File: config.mk
export PLATFORM = sky130hd
export DESIGN_NAME = icache_ctrl
export DESIGN_NICKNAME = d
export VERILOG_FILES = /design/src/hw/icache_geom_pkg.sv /design/src/hw/icache_bus_pkg.sv /design/src/hw/icache_ctrl.sv
export SDC_FILE = /design/constraint.sdc
export NUM_CORES = 1
export LEC_CHECK = 0
export BUFFER_PORTS_ARGS = -buffer_cell sky130_fd_sc_hd__clkbuf_2
export CAP_MARGIN = 20
export CELL_PAD_IN_SITES_DETAIL_PLACEMENT = 0
export CELL_PAD_IN_SITES_GLOBAL_PLACEMENT = 2
export CORE_AREA = 5 5 180 182
export CTS_CLUSTER_DIAMETER = 150
export DETAILED_ROUTE_END_ITERATION = 16
export DIE_AREA = 0 0 185 187
export PLACE_DENSITY = 0.75
export SYNTH_ARGS = -nofsm -noshare
export SYNTH_HDL_FRONTEND = slang
export SYNTH_SLANG_ARGS = --single-unit
export TNS_END_PERCENT = 1
File: constraint.sdc
create_clock -name clk -period 8.5 [get_ports clk]
set_input_delay 1.275 -clock clk [delete_from_list [all_inputs] [get_ports clk]]
set_output_delay 1.275 -clock clk [all_outputs]
set_load 0.01 [all_outputs]
File: src/hw/icache_geom_pkg.sv
package icache_geom_pkg;

  localparam int ADDR_W   = 32;
  localparam int TAG_W    = 23;
  localparam int INDEX_W  = 6;
  localparam int OFFSET_W = 3;  // byte within the 64-bit word

  localparam int NUM_SETS = 64;
  localparam int NUM_WAYS = 2;
  localparam int WAY_W    = $clog2(NUM_WAYS);

  localparam int WORD_W   = 64;

  // address split for lookup
  // |31      9|8     3|2      0|
  // |   tag   | index | offset |
  typedef struct packed {
    logic [TAG_W-1:0]    tag;
    logic [INDEX_W-1:0]  index;
    logic [OFFSET_W-1:0] offset;
  } fetch_fields_t;

  // raw view for bus addresses, fields view for the tag lookup
  typedef union packed {
    logic [ADDR_W-1:0] raw;
    fetch_fields_t     fields;
  } fetch_addr_u;

endpackage

File: src/hw/icache_bus_pkg.sv
package icache_bus_pkg;

  // read response codes, same encoding as the refill bus
  typedef enum logic [1:0] {
    OKAY   = 2'b00,
    EXOKAY = 2'b01,
    SLVERR = 2'b10,
    DECERR = 2'b11
  } resp_e;

  // response towards the fetch unit
  typedef struct packed {
    logic [icache_geom_pkg::WORD_W-1:0] data;
    resp_e                              resp;
  } fetch_rsp_t;

  // single-beat response from memory
  typedef struct packed {
    logic [icache_geom_pkg::WORD_W-1:0] data;
    resp_e                              resp;
  } mem_rsp_t;

  // configuration register select
  typedef enum logic [1:0] {
    CTRL       = 2'd0,
    HIT_COUNT  = 2'd1,
    MISS_COUNT = 2'd2
  } cfg_addr_e;

endpackage

File: src/hw/icache_ctrl.sv
module icache_ctrl (
  input  logic                                clk,
  input  logic                                rst,
  input  logic                                ar_valid_i,
  output logic                                ar_ready_o,
  input  icache_geom_pkg::fetch_addr_u        ar_addr_i,
  output logic                                r_valid_o,
  input  logic                                r_ready_i,
  output icache_bus_pkg::fetch_rsp_t          r_rsp_o,
  output logic                                mem_ar_valid_o,
  input  logic                                mem_ar_ready_i,
  output logic [icache_geom_pkg::ADDR_W-1:0]  mem_ar_addr_o,
  input  logic                                mem_r_valid_i,
  output logic                                mem_r_ready_o,
  input  icache_bus_pkg::mem_rsp_t            mem_r_rsp_i,
  input  logic                                enable_i,
  input  logic                                flush_req_i,
  output logic                                flush_ack_o,
  output logic                                hit_o,
  output logic                                miss_o,
  output logic [icache_geom_pkg::TAG_W-1:0]   lookup_tag_o,
  output logic [icache_geom_pkg::INDEX_W-1:0] lookup_index_o,
  input  logic                                tag_hit_i,
  input  logic [icache_geom_pkg::WAY_W-1:0]   tag_hit_way_i,
  input  logic [icache_geom_pkg::WAY_W-1:0]   victim_way_i,
  output logic                                fill_we_o,
  output logic [icache_geom_pkg::WAY_W-1:0]   fill_way_o,
  output logic [icache_geom_pkg::INDEX_W-1:0] fill_index_o,
  output logic [icache_geom_pkg::TAG_W-1:0]   fill_tag_o,
  output logic                                fill_valid_o,
  output logic                                clear_o,
  output logic [icache_geom_pkg::NUM_WAYS-1:0] ram_en_o,
  output logic [icache_geom_pkg::NUM_WAYS-1:0] ram_we_o,
  output logic [icache_geom_pkg::INDEX_W-1:0] ram_addr_o,
  output logic [icache_geom_pkg::WORD_W-1:0]  ram_wdata_o,
  input  logic [icache_geom_pkg::NUM_WAYS-1:0][icache_geom_pkg::WORD_W-1:0] ram_rdata_i
);

  typedef enum logic [2:0] {
    ST_IDLE,
    ST_FLUSH,
    ST_HIT_RD,
    ST_REFILL_AR,
    ST_REFILL_R,
    ST_RESP
  } state_e;

  state_e                            state_q;
  state_e                            state_d;
  icache_geom_pkg::fetch_addr_u      line_addr;
  icache_geom_pkg::fetch_addr_u      addr_q;  // line address of the fetch in flight
  logic [icache_geom_pkg::WAY_W-1:0] way_q;
  logic                              fill_en_q;  // enable seen when the fetch was taken
  icache_bus_pkg::fetch_rsp_t        rsp_q;
  logic                              accept;
  logic                              refill_done;
  logic                              refill_ok;

  // a pending flush blocks new fetches
  assign ar_ready_o     = (state_q == ST_IDLE) && !flush_req_i;
  assign accept         = ar_valid_i && ar_ready_o;
  assign mem_ar_valid_o = (state_q == ST_REFILL_AR);
  assign mem_r_ready_o  = (state_q == ST_REFILL_R);
  assign r_valid_o      = (state_q == ST_RESP);
  assign r_rsp_o        = rsp_q;
  assign mem_ar_addr_o  = addr_q.raw;

  assign refill_done = mem_r_valid_i && mem_r_ready_o;
  assign refill_ok   = refill_done && fill_en_q && (mem_r_rsp_i.resp == icache_bus_pkg::OKAY);

  assign flush_ack_o = (state_q == ST_FLUSH);
  assign clear_o     = (state_q == ST_FLUSH);

  assign hit_o  = accept && enable_i && tag_hit_i;
  assign miss_o = accept && enable_i && !tag_hit_i;

  assign lookup_tag_o   = ar_addr_i.fields.tag;
  assign lookup_index_o = ar_addr_i.fields.index;

  always_comb begin
    line_addr               = ar_addr_i;
    line_addr.fields.offset = '0;
  end

  // tag store updates
  always_comb begin
    fill_we_o    = 1'b0;
    fill_way_o   = way_q;
    fill_index_o = addr_q.fields.index;
    fill_tag_o   = addr_q.fields.tag;
    fill_valid_o = 1'b0;
    if (accept && !enable_i && tag_hit_i) begin
      fill_we_o    = 1'b1;  // drop a copy that bypassed fetches leave behind
      fill_way_o   = tag_hit_way_i;
      fill_index_o = ar_addr_i.fields.index;
      fill_tag_o   = ar_addr_i.fields.tag;
    end else if (miss_o) begin
      fill_we_o    = 1'b1;  // victim invalid until the refill lands
      fill_way_o   = victim_way_i;
      fill_index_o = ar_addr_i.fields.index;
      fill_tag_o   = ar_addr_i.fields.tag;
    end else if (refill_ok) begin
      fill_we_o    = 1'b1;
      fill_valid_o = 1'b1;
    end
  end

  // data RAM access, read on accept, write on a good refill
  always_comb begin
    ram_en_o    = '0;
    ram_we_o    = '0;
    ram_addr_o  = addr_q.fields.index;
    ram_wdata_o = mem_r_rsp_i.data;
    if (hit_o) begin
      ram_en_o[tag_hit_way_i] = 1'b1;
      ram_addr_o              = ar_addr_i.fields.index;
    end else if (refill_ok) begin
      ram_en_o[way_q] = 1'b1;
      ram_we_o[way_q] = 1'b1;
    end
  end

  always_comb begin
    state_d = state_q;
    case (state_q)
      ST_IDLE: begin
        if (flush_req_i) begin
          state_d = ST_FLUSH;
        end else if (accept) begin
          state_d = hit_o ? ST_HIT_RD : ST_REFILL_AR;
        end
      end
      ST_FLUSH:     state_d = ST_IDLE;
      ST_HIT_RD:    state_d = ST_RESP;  // RAM data arrives here
      ST_REFILL_AR: if (mem_ar_ready_i) state_d = ST_REFILL_R;
      ST_REFILL_R:  if (mem_r_valid_i) state_d = ST_RESP;
      ST_RESP:      if (r_ready_i) state_d = ST_IDLE;
      default:      state_d = ST_IDLE;
    endcase
  end

  always_ff @(posedge clk) begin
    if (rst) begin
      state_q   <= ST_IDLE;
      fill_en_q <= 1'b0;
    end else begin
      state_q <= state_d;
      if (accept) begin
        fill_en_q <= enable_i;
      end
    end
  end

  always_ff @(posedge clk) begin
    if (accept) begin
      addr_q <= line_addr;
      way_q  <= tag_hit_i ? tag_hit_way_i : victim_way_i;
    end
    if (state_q == ST_HIT_RD) begin
      rsp_q.data <= ram_rdata_i[way_q];
      rsp_q.resp <= icache_bus_pkg::OKAY;
    end else if (refill_done) begin
      rsp_q.data <= mem_r_rsp_i.data;  // errors pass straight through
      rsp_q.resp <= mem_r_rsp_i.resp;
    end
  end

endmodule

Word level (Yosys, flattened, before mapping)
Cells that the tools add are included.
{ "totals": {"reg_bits": 100, "out_inout_bits": 241, "word_cells": 69} }
{ "op_classes": {"magnitude_cmp": 4, "eq_ne": 9, "muxes": 31, "reduce_logical": 19} }
{ "ops": {"columns": ["op", "n"], "rows": [
  ["2-to-1 mux 66 bit", 2],
  ["2-to-1 mux 64 bit", 2],
  ["2-to-1 mux 23 bit", 2],
  ["2-to-1 mux 6 bit", 3],
  ["2-to-1 mux 3 bit", 5],
  ["case mux 3 bit (5 select lines)", 1],
  ["logical AND 1 bit", 12],
  ["2-to-1 mux 1 bit", 11],
  ["equality test 3 x 2 -> 1 bit, second input constant", 2],
  ["equality test 3 bit, second input constant", 2],
  ["2-to-1 mux 2 bit", 3],
  ["less-than comparator 1 x 2 -> 1 bit, second input constant", 2],
  ["inequality test 2 x 1 -> 1 bit, second input constant", 2],
  ["AND reduction 4 bit", 1],
  ["equality test 3 x 1 -> 1 bit, second input constant", 1],
  ["zero test 1 bit", 3],
  ["zero test 3 bit", 1],
  ["inequality test 3 bit, second input constant", 1],
  ["demux 1 bit (select 1 bit)", 2],
  ["greater-or-equal comparator 1 bit, second input constant", 2],
  ["zero test 2 bit", 1],
  ["inequality test 2 bit, second input constant", 1],
  ["nonzero test 2 bit", 1]
]} }

Depth between registers and ports, before layout
Gate-level depths: netlist of the first run.
{ "depth": {"word_depth": 9, "mapped_depth": 7} }

Worst setup path after synthesis of the first run
No wires, ideal clock.
{ "synth_timing": {"path_kind": "input to output", "startpoint": "input flush_req_i", "endpoint": "output fill_way_o", "arrival_ns": 2.959, "t_required_ns": 7.225, "path_slack_ns": 4.266, "stages": 3, "n_path_buf": 0, "path_cell_list": "nor4_4 -> and2_1 -> o221a_2"} }
{ "synth_between": {"elab_chain_len": 7} }
{ "synth_lines": {"columns": ["element", "line_no", "source"], "rows": [
  ["start: declaration", "icache_ctrl.sv:17", "input logic flush_req_i,"],
  ["zero test 1 bit *", "icache_ctrl.sv:60", "assign ar_ready_o = (state_q == ST_IDLE) && !flush_req_i;"],
  ["logical AND 1 bit *", "icache_ctrl.sv:60", null],
  ["logical AND 1 bit *", "icache_ctrl.sv:61", "assign accept = ar_valid_i && ar_ready_o;"],
  ["net accept", "icache_ctrl.sv:55", "logic accept;"],
  ["logical AND 1 bit (2 in series)", "icache_ctrl.sv:75", "assign miss_o = accept && enable_i && !tag_hit_i;"],
  ["2-to-1 mux 1 bit", "icache_ctrl.sv:97", "end else if (miss_o) begin"],
  ["2-to-1 mux 1 bit *", "icache_ctrl.sv:92", "if (accept && !enable_i && tag_hit_i) begin"],
  ["end: declaration", "icache_ctrl.sv:27", "output logic [icache_geom_pkg::WAY_W-1:0] fill_way_o,"]
]} }
The timed path passes the listed nets; every way through them passes the cells marked *.

Worst setup path after layout of the first run
{ "layout_timing": {"startpoint": "input flush_req_i", "endpoint": "output fill_tag_o[12] (netlist bit)"} }
{ "layout_between": {"elab_chain_len": 7} }
{ "layout_lines": {"columns": ["element", "line_no", "source"], "rows": [
  ["zero test 1 bit *", "icache_ctrl.sv:60", null],
  ["logical AND 1 bit *", "icache_ctrl.sv:60", null],
  ["logical AND 1 bit *", "icache_ctrl.sv:61", null],
  ["logical AND 1 bit (2 in series)", "icache_ctrl.sv:75", null],
  ["2-to-1 mux 23 bit", "icache_ctrl.sv:97", null],
  ["2-to-1 mux 23 bit *", "icache_ctrl.sv:92", null],
  ["end: declaration", "icache_ctrl.sv:29", "output logic [icache_geom_pkg::TAG_W-1:0] fill_tag_o,"]
]} }
Every way passes the cells marked *; elsewhere a longest branch is shown, timed or not.

==> results.md, run 1 <==
- The flow ran to the end, and the final reports show no timing, DRC or antenna violations.
- The total overflow reported by the global router is 0.
- The library cell used most frequently in the layout, excluding fill and tap cells, is sky130_fd_sc_hd__clkbuf_2.
- The detailed-route vias per instance is 3.99.
- The root buffer cell chosen for the clock tree is sky130_fd_sc_hd__clkbuf_16.
- The library cells used most frequently in the layout, excluding fill and tap cells, are sky130_fd_sc_hd__clkbuf_2 (471), sky130_fd_sc_hd__edfxtp_1 (94), sky130_fd_sc_hd__nand2_1 (71).
- The height of the die is 187 um.
- The number of buffers on the longest clock path is 2.
- Entering global routing, the biggest net connects 65 pins.
- The tool flagged a number of max-cap violations equal to 0.
- The clock insertion delay at the later pin of the skew report is 0.35 ns.
- The final count of hold timing violations was 0.
- The iteration count of the initial detailed-routing pass is 4.
- For this design the static power due to leakage is 3.92 nW.
- Across every metal layer, demand over resource in global routing totals 12.6%.
- The half-perimeter wire length of the detailed placement result is 19300 um.
- The count of pins over their slew limit came to 0.
- After synthesis, the largest area contributor takes up 48.6% of total cell area.
- Across the routed clock network, the largest skew measured is 0.0114 ns.
- Once placement finished, the instance area stood at 7840 um2.
- The number of cells produced by synthesis is 513.
- The slew at the pin closest to its max-slew limit is 0.961 ns.
- Port buffering added 471 buffers.
- For the worst flop-to-flop path, the logic depth is 3.
- In this run the worst path has a maximum fanout of 30.
- The area growth from synthesis to final layout is 40.4%.
- The tree built by TritonCTS fans out to 100 sinks.
- Data on the critical path is required at its endpoint by 7.22 ns.
- In this run the standard cell core region covers 30400 um2.
- The kind of path behind the tightest hold check is reg2reg.
- The share of cells above drive strength 1 is 60.9%.
- The highest ir drop seen on vdd is 0.0899 mV.
- Setup repair after global routing left no endpoint under its margin.
- Of all cell types, the one taking the most synthesized area is sky130_fd_sc_hd__edfxtp_1.
- The number of remaining DRC errors is 0.
- TritonCTS built the clock tree.
- After clock tree synthesis, the setup repair step added 0 buffers.
- Sorting the synthesized cells by area gives the leading types as sky130_fd_sc_hd__edfxtp_1 (49%), sky130_fd_sc_hd__buf_4 (13%), sky130_fd_sc_hd__mux2i_1 (11%), sky130_fd_sc_hd__mux2_2 (7.0%), sky130_fd_sc_hd__o21ai_0 (5.6%).
- Yosys mapped the design onto 38 distinct sky130hd cell types.
- The die covers 34600 um2.
- For the worst setup path, the data arrival time is 2.98 ns.
- The clock buffer count from CTS is 9.
- The type of element launching the critical path is a primary input.
- 478 I/O pins were placed.
- From left edge to right edge, the die measures 185 um.
- The row count is 64.
- The timing-limited maximum frequency is 0.235 GHz.
- The share of the cycle needed by the critical path after routing is 50.0%.
- The congestion estimate from routability-driven global placement came to 0.819.
- The layout has 3291 filler cells.
- The worst setup path is of the in2out kind.
- The finished cells cover 8160 um2.
- The cell depth of the worst hold path is 2.
- 0 antenna diodes ended up in the layout.
- After synthesis, the mean cell area works out to 11.3 um2.
- Across all layers, the routed design uses 5077 vias.
- The first global-routing pass estimated 32900 um of wire.
- The worst path needs 4.25 ns of the cycle, external delays included.
- Sequential cells were found to cover 50.7% of the synthesized design area.
- The number of nets with antenna violations after detailed routing is 0.
- The total routed wirelength is 23500 um.
- The number of gates given a new drive strength after cts is 0.
- In the final routed layout, each cell accounts on average for 18.4 um.
- The cell area after synthesis is 5810 um2.
- The sum of negative setup slack is 0 ns.
- The number of setup violations in the final report is 0.
- The number of nets in the layout is 1110.
- In this run the power density over the cells is 158 nW/um2.
- The endpoint type of the worst setup path is an output pin.
- The relative slew slack is 36.0%.
- The number of register bits inferred by synthesis is 100.
- The number of buffers inserted for hold repair after clock tree synthesis is 0.
- The via count of the first global-routing pass is 5126.
- The initial antenna violation count is 1.
- Clock-pin slew was measured on the worst setup and hold paths at 0.07 ns.
- The starting utilization of the core area is 19.1%.
- The count of synthesis-stage warnings from yosys is 0.
- The first routing iteration left 135 violations.
- The total number of H-tree levels is 3.
## through the flow
step	setup slack, ns	hold slack (ns)	util (%)	total power [mW]	std cells
floorplan	4.27	0.481	-	0.730	515
global placement	4.17	0.453	25.8	0.848	1258
detailed placement	4.21	0.461	25.8	0.849	1258
CTS	4.21	0.472	26.8	1.33	1274
global route	4.06	0.493	26.8	1.36	1274
finish	4.25	0.471	26.8	1.29	1274
## flip-flops by register name, indices dropped and copies added, names as in the netlist
signal and flops:
fill_en_q 1, r_rsp_o 66, way_q 1, state_q 3, mem_ar_addr_o 29
## critical path, cell delays in order
cell and delay (ns):
sky130_fd_sc_hd__clkbuf_2 0.10, sky130_fd_sc_hd__nor4_4 0.49, sky130_fd_sc_hd__nand3_4 0.50, sky130_fd_sc_hd__mux2_2 0.43, sky130_fd_sc_hd__clkbuf_2 0.16
## synth_stat cells, drive strengths merged
cell type  count
a211o          1
a21bo          2
a21o           1
a21oi          6
a221o          1
a22oi          1
a31oi          1
a41oi          1
and2           1
and3           2
and3b          2
and4bb         1
buf          108
clkbuf        21
conb           1
dfxtp          6
edfxtp        94
inv            5
mux2          36
mux2i         64
nand2         72
nand2b         1
nand3          2
nand4          1
nand4bb        1
nor2           4
nor3           1
nor3b          6
nor4           1
o21ai         65
o221a          1
o22ai          1
or3            1
xor2           1
## logic make-up (layout without fill, tap and decap cells)
kind of cell / count (synthesis) / in the layout / share of synthesized area, %
buffers and inverters: 134 / 497 / 15.5
AOI/OAI and AO/OA: 81 / 81 / 7.60
muxes: 100 / 100 / 18.0
xor gates and xnor gates: 1 / 1 / 0.151
and+or+nand+nor: 96 / 96 / 7.99
DFF: 100 / 100 / 50.7
other: 1 / 3 / 0.0646
## per-layer routing
metal / vias up / track usage [%] / wire length [um]
met5: - / 0 / 20
met4: 2 / 2.99 / 378
met3: 21 / 4.03 / 2240
met2: 276 / 24.0 / 12400
met1: 2321 / 13.4 / 8410
li1: 2457 / - / -
## area by class of cell
cell class | count | area, um2 | area share [%]
sequential | 100 | 2940 | 36.1
timing repair buffer | 476 | 2390 | 29.4
multi-input combinational | 281 | 1980 | 24.3
tap | 396 | 495 | 6.08
clock buffer | 11 | 233 | 2.85
clock inverter | 5 | 86.3 | 1.06
inverter | 5 | 18.8 | 0.230
## worst paths after layout
| kind | to | slack [ns] | startpoint |
|---|---|---|---|
| max | fill_tag_o[12] | 4.25 | flush_req_i |
| min | r_rsp_o[1] | 0.47 | r_rsp_o[1] |
| max reg2reg | r_rsp_o[42] | 6.19 | state_q[1] |
| min reg2reg | r_rsp_o[1] | 0.47 | r_rsp_o[1] |
## power by group
group / internal (mW) / switching [mW] / leakage [nW]
sequential: 0.566 / 0.0114 / 0.931
combinational: 0.113 / 0.139 / 2.84
clock: 0.261 / 0.199 / 0.148
Power figures use the tool's default switching activity.
==> run 2, diff against run 1 <==
ABC_AREA = 1   (was unset)
CORE_AREA = 5 5 185 187   (was 5 5 180 182)
DIE_AREA = 0 0 190 192   (was 0 0 185 187)
PLACE_DENSITY = 0.77   (was 0.75)
clock period = 3.92 ns   (was 8.5 ns; I/O delays follow)
==> run 2 against run 1 <==
Compared with the run above: routed wire length grew 10%; via count is 21% higher; synthesized area increased by 3.4%; first-iteration DRC count is 76% higher; register-to-register slack got worse by 4.5 ns; highest routed layer unchanged; critical path depth increased by 3; sequential power grew 120%; clock power up 90%; synthesized cell count increased by 32%.
==> results.md, run 2 <==
- The most instantiated flip-flop cell in the synthesis netlist is sky130_fd_sc_hd__edfxtp_1.
- The row count came to 66 (+3.1%).
- The I/O pin count is 478 (unchanged).
- The number of enable-type register cells in the synthesized netlist is 94 (unchanged).
- The distinct cell type count of the synthesized netlist was 29 (-24%).
- The highest ir drop seen on vdd came to 0.183 mV (+100%).
- Walking the worst path, the cells encountered are nor2_4 > nand2_2 > nor2_8 > nand3_4 > nand2_4 > nand2_1 > nand2_1 > clkbuf_2.
- The number of design-rule violations left by the first detailed-router iteration is 238 (+76%).
- The area of the placeable core is 32300 um2 (+6.1%).
- The number of cells in the finished layout apart from fillers came to 1471 (+15%).
- The maximum number of pins on one net before global-route repair is 68 (+4.6%).
- The height of the die is 192 um (+2.7%).
- The cell area after synthesis is 6000 um2 (+3.4%).
- The slowest stage cell on the critical path is sky130_fd_sc_hd__dfxtp_1.
- The cell count along the critical path is 8 (+3).
- The total routed wirelength is 25900 um (+10%).
- The sequential element share of the synthesized area is 49.0% (-1.7 points).
- Subtracting the final worst setup slack from the clock period gives 2.94 ns.
- The via count of the first global-routing pass is 6291 (+23%).
- The critical path's largest stage delay came to 0.45 ns (-0.05 ns).
- Ranked by instance count, the synthesized netlist is headed by sky130_fd_sc_hd__nor2_1 (138), sky130_fd_sc_hd__buf_4 (101), sky130_fd_sc_hd__nand3_1 (95).
- The flip-flop count of the largest register, all copies and words added is 66 (unchanged).
- The number of register bits inferred by synthesis is 100 (unchanged).
- The worst-case clock skew came to 0.0123 ns (+0.000891 ns).
- The path depth of the worst reg2reg path is 4 (+1).
- After layout, the worst path uses 74.9% of the clock period.
- The post-CTS setup buffer count is 0 (unchanged).
- The total number of H-tree levels came to 3 (unchanged).
- The type of element launching the critical path is a flip-flop.
- The overall die area is 36500 um2 (+5.4%).
- The peak fanout along the critical path was 35 (+17%).
- Compared with the post-synthesis result, the final layout area differs by 38.3%.
- The detailed-route vias per instance was 4.17 (+4.7%).
- The relative slew slack is 36.0% (+0.095 points).
- The number of buffer cells added on primary ports is 471 (unchanged).
- The post-layout utilization of the core came to 25.7% (-1.1 points).
- The dominant cell type by area after synthesis is sky130_fd_sc_hd__edfxtp_1.
- The static power due to leakage is 3.94 nW (+0.39%).
- In the layout the commonest cells are sky130_fd_sc_hd__clkbuf_2 (471), sky130_fd_sc_hd__nor2_1 (138), sky130_fd_sc_hd__nand3_1 (95).
- The die width is 190 um (+2.7%).
- The count of clock tree sinks is 100 (unchanged).
- The clock buffer count from CTS is 9 (unchanged).
- The cell sitting at the root of the clock tree is a sky130_fd_sc_hd__clkbuf_16.
- The TritonCTS clock tree is yes.
- The number of gates given a new drive strength after cts is 0 (unchanged).
- Setup repair after global routing left no endpoint under its margin.
- The count of inserted antenna diode cells was 0 (unchanged).
- Sorting the synthesized cells by area gives the leading types as sky130_fd_sc_hd__edfxtp_1 (47%), sky130_fd_sc_hd__buf_4 (13%), sky130_fd_sc_hd__nor2_1 (8.6%), sky130_fd_sc_hd__o31ai_1 (8.0%), sky130_fd_sc_hd__nand3_1 (7.9%).
- The global-route wire length before repair was 37700 um (+14%).
- The slack of the worst reg-to-reg path was 1.68 ns (-4.51 ns).
- The iteration count of the initial detailed-routing pass came to 4 (unchanged).
- The arrival time at the worst endpoint was 2.35 ns (-0.63 ns).
- The number of nets with antenna violations after detailed routing came to 0 (unchanged).
- The run finished with clean final reports.
- The initial antenna violation count was 5 (+4).
- sky130_fd_sc_hd__nor2_1 is the most common cell in the netlist.
- The final count of hold timing violations is 0 (unchanged).
- The timing-limited maximum frequency is 0.341 GHz.
- On the critical path the largest part of the delay comes from simple AND/OR/NAND/NOR gates.
- The endpoint type of the worst setup path is an output pin.
- The area share of the leading cell type in the synthesized netlist was 47.0% (-1.6 points).
- The setup slack of the critical path after layout came to 0.983 ns (-3.26 ns).
- Counting stages on the worst path, the most repeated cell is sky130_fd_sc_hd__nand2_1.
- The number of setup violations in the final report came to 0 (unchanged).
- The tightest min-delay check is of the in2reg type.
- The placement-stage worst setup slack is 1.13 ns (-3.08 ns).
- The half-perimeter wire length of the detailed placement result is 20200 um (+4.8%).
- The clock insertion delay at the later pin of the skew report is 0.37 ns (+0.02 ns).
- The number of buffer and inverter stages on the critical path is 1 (-1).
- The critical path is of the reg2out type.
- Leaving out fill and tap cells, the most frequent cell in the layout is sky130_fd_sc_hd__clkbuf_2.
- The total overflow reported by the global router is 0 (unchanged).
- The slew at the pin closest to its max-slew limit was 0.959 ns (-0.00142 ns).
- The power density of the placed cells is 327 nW/um2 (+110%).
- The number of buffers inserted for hold repair after clock tree synthesis is 0 (unchanged).
- The mean cell area of the mapped netlist was 8.88 um2 (-22%).
- The clock-pin slew of the registers on the worst-case setup and hold paths is 0.07 ns (about the same).
- The number of nets in the layout was 1261 (+14%).
- The sum of negative setup slack is 0 ns (unchanged).
- The via count of the routed design is 6135 (+21%).
- The average wire length per cell after detail routing is 17.6 um (-4.4%).
- The count of pins over their slew limit is 0 (unchanged).
- The routability-driven placement congestion ratio is 0.817 (-0.20%).
- The post-synthesis async set-or-reset flop share came to 0% (unchanged).
- The cell depth of the worst hold path is 2 (unchanged).
- The max-cap violation count is 0 (unchanged).
- The number of remaining DRC errors came to 0 (unchanged).
- The placed cell count was 1455 (+16%).
- The share of cells above drive strength 1 is 49.1% (-12 points).
- The starting utilization of the core area is 18.6% (-0.49 points).
- The number of cells produced by synthesis is 676 (+32%).
- The global-route usage over all layers is 13.6% (+0.93 points).
- The required time at the worst-slack endpoint is 3.33 ns (-3.89 ns).
- The count of synthesis-stage warnings from yosys is 0 (unchanged).
- The number of buffers on the longest clock path came to 2 (unchanged).
-- run 2: changes by cell type after synthesis, sizes merged, moves of 36 or more --
| cell | before | now |
|---|---|---|
| nor2 | 4 | 141 |
| mux2i | 64 | 0 |
| o21ai | 65 | 15 |
| nand3 | 2 | 96 |
| o31ai | 0 | 64 |
| mux2 | 36 | 0 |
-- run 2: power by group --
part	leakage (nW)	internal, mW	switching, mW
combinational	2.91	0.227	0.357
sequential	0.898	1.23	0.0256
clock	0.128	0.431	0.445
total	3.94	1.89	0.828
-- run 2: cell type report --
class | count | area (um2)
multi-input cells | 410 | 2010
fillers | 3610 | 24000
clock inverters | 6 | 41.3
clock buffers | 10 | 229
flip-flops and latches | 100 | 2940
inverters | 25 | 95.1
well taps | 442 | 553
repair buffers | 478 | 2430
-- run 2: logic make-up after synthesis --
kind of cell | synth area share [%]
and+or+nand+nor | 22.9
buffers and inverters | 17.8
DFF | 49.0
AOI/OAI and AO/OA | 10.2
other | 0.0625
-- run 2: worst paths after layout --
| check | start | endpoint |
|---|---|---|
| setup / recovery | state_q[2] | fill_tag_o[3] |
| hold / removal | rst | state_q[1] |
| setup reg to reg | state_q[1] | r_rsp_o[56] |
| hold reg to reg | fill_en_q | fill_en_q |
-- run 2: layer usage --
layer | routed length, um | vias to the layer above | track usage (%) | share of wire (%)
li1 | - | 2932 | - | -
met3 | 2530 | 43 | 4.56 | 9.7
met1 | 9880 | 2811 | 15.5 | 38
met5 | 42 | - | 0 | 0.16
met2 | 12800 | 341 | 23.6 | 49
met4 | 666 | 8 | 5.06 | 2.6
-- run 2: worst reg2reg max path, cell delays in order, from the launching register on --
cell and delay (ns):
sky130_fd_sc_hd__dfxtp_1 0.56, sky130_fd_sc_hd__inv_2 0.07, sky130_fd_sc_hd__nor3_2 0.23, sky130_fd_sc_hd__inv_2 0.21, sky130_fd_sc_hd__nand2_4 0.73
-- run 2: through the flow --
| step | cell area, um2 | power (mW) | hold slack [ns] |
|---|---|---|---|
| 6_report | 8310 | 2.72 | 0.418 |
| 3_5_place_dp | 8040 | 1.88 | 0.457 |
| 5_1_grt | 8310 | 2.87 | 0.396 |
| 4_1_cts | 8310 | 2.78 | 0.385 |
| 2_1_floorplan | 6010 | 1.60 | 0.435 |
| 3_3_place_gp | 8040 | 1.88 | 0.453 |
